`config.mk`:
```
export PLATFORM = sky130hd
export DESIGN_NAME = dds_modulator_top
export DESIGN_NICKNAME = d
export VERILOG_FILES = /design/src/hdl/dds_pkg.sv /design/src/hdl/control_decode.sv /design/src/hdl/lfsr_gen.sv /design/src/hdl/dds_core.sv /design/src/hdl/wave_select.sv /design/src/hdl/dds_modulator_top.sv
export SDC_FILE = /design/constraint.sdc
export NUM_CORES = 1
export LEC_CHECK = 0
export BUFFER_PORTS_ARGS = -buffer_cell sky130_fd_sc_hd__clkbuf_2
export CORE_MARGIN = 2
export CORE_UTILIZATION = 50
export CTS_BUF_LIST = sky130_fd_sc_hd__clkbuf_4 sky130_fd_sc_hd__clkbuf_8
export CTS_CLUSTER_SIZE = 20
export DETAILED_ROUTE_END_ITERATION = 8
export GPL_TIMING_DRIVEN = 0
export HOLD_SLACK_MARGIN = 0.05
export PLACE_DENSITY_LB_ADDON = 0.2
export SLEW_MARGIN = 10
export SYNTH_ARGS = -nofsm -noshare
export SYNTH_HDL_FRONTEND = slang
export SYNTH_SLANG_ARGS = --single-unit
```
`constraint.sdc`:
```
create_clock -name sampler_sync -period 3.5 [get_ports sampler_sync]
set_clock_uncertainty 0.2 [all_clocks]
set_input_delay 0.175 -clock sampler_sync [delete_from_list [all_inputs] [get_ports sampler_sync]]
set_output_delay 0.175 -clock sampler_sync [all_outputs]
set_load 0.005 [all_outputs]
```
`src/hdl/sine_quarter.hex`:
```
// one hex column: round(2047 * sin(2*pi*(k+0.5)/256)), k = 0 to 63
019
04B
07E
0B0
0E2
113
145
177
1A8
1D9
20A
23A
26A
29A
2C9
2F8
327
354
382
3AF
3DB
407
432
45C
486
4AF
4D7
4FF
526
54C
571
596
5B9
5DC
5FD
61E
63E
65D
67B
698
6B4
6CF
6E9
701
719
730
745
759
76D
77F
790
79F
7AE
7BB
7C8
7D3
7DC
7E5
7EC
7F3
7F7
7FB
7FE
7FF

```
`src/hdl/dds_pkg.sv`:
```
package dds_pkg;

   // --------------------------------------------------
   // widths
   // --------------------------------------------------
   localparam int SAMPLE_W   = 12;
   localparam int PHASE_W    = 32;
   localparam int LUT_ADDR_W = 8;              // full sine cycle index
   localparam int QTR_ADDR_W = LUT_ADDR_W - 2; // one quadrant of the table
   localparam int LFSR_W     = 5;

   typedef logic signed [SAMPLE_W-1:0] sample_t;
   typedef logic [PHASE_W-1:0]         phase_t;

   // --------------------------------------------------
   // constants
   // --------------------------------------------------
   // about 3 Hz at a 50 MHz sample rate
   localparam phase_t PHASE_INC_BASE = 32'd258;

   localparam sample_t WAVE_CREST  = sample_t'(12'h7FF);
   localparam sample_t WAVE_MIDDLE = sample_t'(12'h000);
   localparam sample_t WAVE_TROUGH = sample_t'(12'h800);

   localparam logic [LFSR_W-1:0] LFSR_SEED = 5'b00001;

   // first sine quadrant, relative to the project root
   localparam string SINE_HEX_FILE = "/design/src/hdl/sine_quarter.hex";

   // --------------------------------------------------
   // selector encodings and bundles
   // --------------------------------------------------
   typedef enum logic [1:0] {
      mod_ask  = 2'd0,
      mod_fsk  = 2'd1,
      mod_bpsk = 2'd2,
      mod_ook  = 2'd3
   } mod_mode_e;

   typedef enum logic [1:0] {
      sig_sin = 2'd0,
      sig_cos = 2'd1,
      sig_saw = 2'd2,
      sig_squ = 2'd3
   } sig_kind_e;

   typedef struct packed {
      mod_mode_e mod_mode;
      sig_kind_e sig_kind;
   } stage_ctrl_t;

   typedef struct packed {
      sample_t sin;
      sample_t cos;
      sample_t saw;
      sample_t squ;
   } wave_set_t;

endpackage

```
`src/hdl/control_decode.sv`:
```
`timescale 1ns/1ns

module control_decode import dds_pkg::*;
(
   input  logic [1:0]  modulation_sel,
   input  logic [1:0]  signal_sel,
   input  phase_t      fsk_phase_inc,
   output stage_ctrl_t stage_ctrl,
   output phase_t      phase_inc
);

   mod_mode_e mode;
   sig_kind_e kind;

   // --------------------------------------------------
   // selector decode
   // --------------------------------------------------
   always_comb
   begin
      mode = mod_mode_e'(modulation_sel);
      kind = sig_kind_e'(signal_sel);
   end

   always_comb
   begin
      stage_ctrl.mod_mode = mode;
      stage_ctrl.sig_kind = kind;
   end

   // only fsk moves the carrier frequency
   always_comb
   begin
      if (mode == mod_fsk)
      begin
         phase_inc = fsk_phase_inc;   // increment from outside
      end
      else
      begin
         phase_inc = PHASE_INC_BASE;
      end
   end

endmodule

```
`src/hdl/lfsr_gen.sv`:
```
`timescale 1ns/1ns

module lfsr_gen import dds_pkg::*;
(
   input  logic              sampler_sync,
   input  logic              reset_from_key,
   input  logic              lfsr_tick,
   output logic [LFSR_W-1:0] lfsr_state
);

   logic feedback;

   // taps for x^5 + x^3 + 1
   assign feedback = lfsr_state[4] ^ lfsr_state[2];

   // fibonacci form, shift left and feed bit 0
   always_ff @(posedge sampler_sync)
   begin
      if (reset_from_key)
      begin
         lfsr_state <= LFSR_SEED;
      end
      else if (lfsr_tick)
      begin
         lfsr_state <= {lfsr_state[LFSR_W-2:0], feedback};
      end
   end

endmodule

```
`src/hdl/dds_core.sv`:
```
`timescale 1ns/1ns

module dds_core import dds_pkg::*;
(
   input  logic      sampler_sync,
   input  logic      reset_from_key,
   input  phase_t    phase_inc,
   output wave_set_t waves
);

   sample_t                sine_rom [2**QTR_ADDR_W];
   phase_t                 phase;
   logic [LUT_ADDR_W-1:0]  lut_idx;
   logic [LUT_ADDR_W-1:0]  cos_idx;
   wave_set_t              next_waves;

   initial
   begin
      $readmemh(SINE_HEX_FILE, sine_rom);
   end

   // --------------------------------------------------
   // quarter-wave lookup
   // --------------------------------------------------
   // quadrant 1 and 3 walk the table backwards, 2 and 3 are negated
   function automatic sample_t sine_of(input logic [LUT_ADDR_W-1:0] idx);
      logic [QTR_ADDR_W-1:0] k;
      sample_t               entry;
      k = idx[QTR_ADDR_W-1:0];
      if (idx[LUT_ADDR_W-2])
      begin
         k = ~k;   // 63 - k
      end
      entry = sine_rom[k];
      return idx[LUT_ADDR_W-1] ? ~entry : entry;
   endfunction

   assign lut_idx = phase[PHASE_W-1 -: LUT_ADDR_W];

   // quarter cycle ahead
   assign cos_idx = {lut_idx[LUT_ADDR_W-1 -: 2] + 2'd1, lut_idx[QTR_ADDR_W-1:0]};

   always_comb
   begin
      next_waves.sin = sine_of(lut_idx);
      next_waves.cos = sine_of(cos_idx);
      next_waves.saw = sample_t'(phase[PHASE_W-1 -: SAMPLE_W]);   // top phase bits
      next_waves.squ = phase[PHASE_W-1] ? WAVE_TROUGH : WAVE_CREST;
   end

   // --------------------------------------------------
   // accumulator and output registers
   // --------------------------------------------------
   // waves take the phase held before this edge
   always_ff @(posedge sampler_sync)
   begin
      if (reset_from_key)
      begin
         phase <= '0;
         waves <= '0;
      end
      else
      begin
         phase <= phase + phase_inc;
         waves <= next_waves;
      end
   end

endmodule

```
`src/hdl/wave_select.sv`:
```
`timescale 1ns/1ns

module wave_select import dds_pkg::*;
(
   input  logic        sampler_sync,
   input  logic        reset_from_key,
   input  stage_ctrl_t stage_ctrl,
   input  wave_set_t   waves,
   input  logic        data_bit,
   output sample_t     modulated_out,
   output sample_t     signal_out
);

   sample_t mod_next;
   sample_t sig_next;

   // --------------------------------------------------
   // keying of the sine by the data bit
   // --------------------------------------------------
   always_comb
   begin
      unique case (stage_ctrl.mod_mode)
         mod_ask:  mod_next = data_bit ? waves.sin : WAVE_MIDDLE;
         mod_fsk:  mod_next = waves.sin;   // frequency already shifted upstream
         mod_bpsk: mod_next = data_bit ? waves.sin : ~waves.sin;
         mod_ook:  mod_next = data_bit ? WAVE_MIDDLE : WAVE_TROUGH;
      endcase
   end

   // raw waveform pick
   always_comb
   begin
      unique case (stage_ctrl.sig_kind)
         sig_sin: sig_next = waves.sin;
         sig_cos: sig_next = waves.cos;
         sig_saw: sig_next = waves.saw;
         sig_squ: sig_next = waves.squ;
      endcase
   end

   // --------------------------------------------------
   // output registers
   // --------------------------------------------------
   always_ff @(posedge sampler_sync)
   begin
      if (reset_from_key)
      begin
         modulated_out <= WAVE_MIDDLE;
         signal_out    <= WAVE_MIDDLE;
      end
      else
      begin
         modulated_out <= mod_next;
         signal_out    <= sig_next;
      end
   end

endmodule

```
`src/hdl/dds_modulator_top.sv`:
```
`timescale 1ns/1ns

module dds_modulator_top import dds_pkg::*;
(
   input  logic              sampler_sync,
   input  logic              reset_from_key,
   input  logic [1:0]        modulation_sel,
   input  logic [1:0]        signal_sel,
   input  phase_t            fsk_phase_inc,
   input  logic              lfsr_tick,
   output sample_t           modulated_out,
   output sample_t           signal_out,
   output logic [LFSR_W-1:0] lfsr_state
);

   stage_ctrl_t stage_ctrl;
   phase_t      phase_inc;
   wave_set_t   waves;

   // --------------------------------------------------
   // decode
   // --------------------------------------------------
   control_decode i_control_decode (
      .modulation_sel (modulation_sel),
      .signal_sel     (signal_sel),
      .fsk_phase_inc  (fsk_phase_inc),
      .stage_ctrl     (stage_ctrl),
      .phase_inc      (phase_inc)
   );

   // --------------------------------------------------
   // execute
   // --------------------------------------------------
   lfsr_gen i_lfsr_gen (
      .sampler_sync   (sampler_sync),
      .reset_from_key (reset_from_key),
      .lfsr_tick      (lfsr_tick),
      .lfsr_state     (lfsr_state)
   );

   dds_core i_dds_core (
      .sampler_sync   (sampler_sync),
      .reset_from_key (reset_from_key),
      .phase_inc      (phase_inc),
      .waves          (waves)
   );

   // result stage, keyed by the low lfsr bit
   wave_select i_wave_select (
      .sampler_sync   (sampler_sync),
      .reset_from_key (reset_from_key),
      .stage_ctrl     (stage_ctrl),
      .waves          (waves),
      .data_bit       (lfsr_state[0]),
      .modulated_out  (modulated_out),
      .signal_out     (signal_out)
   );

endmodule

```
==> results.yml <==
detailed_routing:
  firstDrtPassIters: 4
  routed-via-count: 3411
  drc_errors: 0
  viasPerCell: 5.272
  drtIter0Drc: 130
  drt_wl_total_mm: 8.469
  ant_nets: 0
  routedWlPerCell_um: 13.09
die:
  die_y_um: 91.78
  coreArea_mm2: 0.007607
  initial_core_util_pct: 50.64
  io_pins: 68
  rows: 32
  dieWidth_um: 91.78
  die_area_mm2: 0.008423
clock_network:
  cts_sinks: 64
  cts_max_level: 3
  clk_pin_slew_ns: 0.07
  clockRootBuffer: "clkbuf_8"
  numCtsBuffers: 9
  clk_latency_ns: 0.35
  cts_setup_buffers: 0
  tritoncts: "yes"
  cts_buffer_depth: 2
logic_synthesis:
  synth-edff-count: 0
  netlist_instances: 458
  ys.flop_type: "dfxtp_1"
  synth_area_per_cell_um2: 8.411
  async_reset_ff_share_pct: 0
  seq_area_frac_synth_pct: 33.26
  synth_nets: 529
  synthTopCellsByArea: "dfxtp_1 (33%), ha_1 (10%), and2_1 (5.4%)"
  synth_cell_type_count: 59
  synth_top_area_share_pct: 33.26
  synth_top_area_cell: "dfxtp_1"
  ys_ff_latch: 64
  synth_warnings: 0
  syn-cell-area_mm2: 0.003852
place:
  io_buffers: 65
  placement.cell_area_mm2: 0.004305
  gp_congestion: 0.9036
  place_hpwl_mm: 6.587
worst_setup_path:
  cp_max_fo: 10
  cp_data_arrival_time_ns: 3.18
  worstSetupEndpointType: "flop"
  crit_path_start_kind: "primary input"
  r2r.worst_path.cells: 10
  r2r-start: "i_dds_core.phase[0]"
  path_class: "primary input to flop"
  reg2reg_to: "i_dds_core.phase[28]"
  worstPathRequired_ns: 3.50
  startpoint: "modulation_sel[0]"
  rrSetupSlack_ns: 0.55
final_layout:
  layout-drive-gt1-share_pct: 19.63
  fill_cells: 721
  diodes: 0
  syn2layout_area_growth_pct: 19.32
  final_nets: 611
  fin_area_mm2: 0.004597
global_routing:
  grt_max_degree: 12
  grt_pass1_wl_mm: 14.32
  gr-total-overflow: 0
  grt_util_met2_pct: 37.56
  met3_usage_pct: 4.930
  track_usage_pct: 20.82
  grt_pass1_vias: 3283
  met1_usage_pct: 23.96
  top_usage_layer: "met2"
  antenna_found_initial: 0
timing:
  rsz0062_at_grt: "no"
  fmax_ghz: 0.3143
  slew_headroom_pct: 55.61
  setup_tns_ns: 0
  worstMarginPinSlew_ns: 0.6491
  setup_violations: 0
  maxSlewViolCount: 0
  fin_crit_ns: 3.182
  hold_violations: 0
  period_share_pct: 90.92
min_path:
  hold_path.class: "primary input to flop"
  hold_depth: 3
  whs_endpoint: "i_lfsr_gen.lfsr_state[2]"
  hold_path_startpoint: "lfsr_tick"
pwr:
  ir_worst_vdd_v: 0.0001982
  power.density_mw_per_mm2: 411.1
  leakage_nw: 2.080
  power_w: 0.001890
run:
  cap_violations: 0
run_status:
  outcome: "completed"
-- metrics by stage --
step           setup WS [ns]  utilization (%)  hold WS, ns  std cells
2_1_floorplan         0.3643                -      0.04661        458
3_3_place_gp         -0.2814            56.60       0.1521        625
3_5_place_dp         -0.3018            56.60       0.1565        625
4_1_cts              0.03927            60.35      0.05712        647
5_1_grt              0.01421            60.43      0.07628        647
6_report              0.3180            60.43      0.06346        647
-- synthesized netlist by cell type (2+ instances only) --
| library cell | count |
|---|---|
| a2111oi_0 | 2 |
| a211oi_1 | 3 |
| a21o_1 | 3 |
| a21oi_1 | 40 |
| a311oi_1 | 2 |
| a31oi_1 | 6 |
| a41oi_1 | 2 |
| and2_1 | 33 |
| and3_1 | 6 |
| buf_1 | 4 |
| buf_4 | 11 |
| clkbuf_1 | 16 |
| dfxtp_1 | 64 |
| ha_1 | 31 |
| inv_1 | 14 |
| mux2_1 | 2 |
| mux2i_1 | 5 |
| nand2_1 | 23 |
| nand2b_1 | 17 |
| nand3_1 | 9 |
| nand3b_1 | 2 |
| nand4_1 | 3 |
| nor2_1 | 46 |
| nor2b_1 | 18 |
| nor3_1 | 10 |
| nor3b_1 | 2 |
| o211ai_1 | 3 |
| o21a_1 | 6 |
| o21ai_0 | 20 |
| o21bai_1 | 3 |
| or2_2 | 3 |
| xnor2_1 | 11 |
| xor2_1 | 12 |
-- repair_timing --
item                       4_1_cts  5_1_grt
gates resized for setup          0        5
hold endpoints to repair         4        0
hold buffers                     6        0
setup endpoints to repair        0        8
-- worst max-delay path, stage by stage --
cell	delay (ns)
clkbuf_2	0.09
nor2b_2	0.24
clkbuf_4	0.24
and2_1	0.15
ha_1	0.17
inv_1	0.06
fa_1	0.37
and2b_1	0.24
o2111ai_1	0.14
a31o_1	0.29
a2111o_1	0.45
a21boi_2	0.26
mux2i_1	0.22
o21ai_0	0.11
-- worst max-delay path by stage --
stage,to,slack (ns),cells after the start
final,i_dds_core.phase[28],0.32,14
after global routing,i_dds_core.phase[28],0.01,14
after CTS,i_dds_core.phase[28],0.04,14
after floorplan,i_dds_core.phase[28],0.36,13
after detailed placement,i_dds_core.phase[28],-0.30,14
after global placement,i_dds_core.phase[28],-0.28,14
-- final cells by class --
class / count / area (um^2) / share of cell area (%)
clock buffer: 11 / 145.1 / 3.157
timing repair buffer: 71 / 385.4 / 8.383
multi-input combinational: 348 / 2359 / 51.31
clock inverter: 5 / 80.08 / 1.742
tap: 102 / 127.6 / 2.776
inverter: 14 / 52.55 / 1.143
sequential: 64 / 1281 / 27.87
buffer: 32 / 166.4 / 3.620
-- routing by layer --
metal	share of wire, %	wire (um)
met5	0	0
met4	2.4	203
met3	4.9	411
met2	49	4162
met1	44	3691
-- power breakdown --
part / internal [W] / switching [W]
registers: 0.000786 / 0.0000231
clock network: 0.000427 / 0.000292
logic: 0.000157 / 0.000205
total: 0.00137 / 0.000520
-- flip-flops by register name, summed over array words and instances (netlist names) --
| signal | cells |
|---|---|
| i_lfsr_gen.lfsr_state | 5 |
| i_dds_core.waves | 13 |
| i_wave_select.signal_out | 12 |
| i_dds_core.phase | 32 |
| i_wave_select.modulated_out | 2 |
-- cells in the final DEF (no fill, tap or decap), drive strengths merged, types with 2 or more instances in the layout --
cell / count
mux2: 2
clkbuf: 92
nand3b: 2
nand4: 3
o31ai: 2
nor2: 46
a21o: 3
o21ai: 22
o21a: 6
o21bai: 3
ha: 31
a211oi: 3
a21oi: 41
mux2i: 5
dfxtp: 64
buf: 16
a2111oi: 3
xnor2: 11
nor3b: 2
dlygate4sd3: 6
and2: 33
nand2b: 17
xor2: 12
a21boi: 2
clkinvlp: 2
o221ai: 2
and3: 6
o211ai: 3
bufinv: 2
a41oi: 3
inv: 14
nand2: 23
nand3: 9
or2: 3
a31oi: 6
a311oi: 3
nor3: 10
nor2b: 18
-- kinds of logic after synthesis --
group	after synthesis	share of synthesized area, %
adder cells (fa/ha/maj)	32	10.59
flip-flops	64	33.26
XOR/XNOR	23	5.229
multiplexers	7	1.884
AND/OR/NAND/NOR	175	23.61
AO/OA/AOI/OAI	111	19.84
buffers and inverters	46	5.586
(Power assumes the default switching activity.)
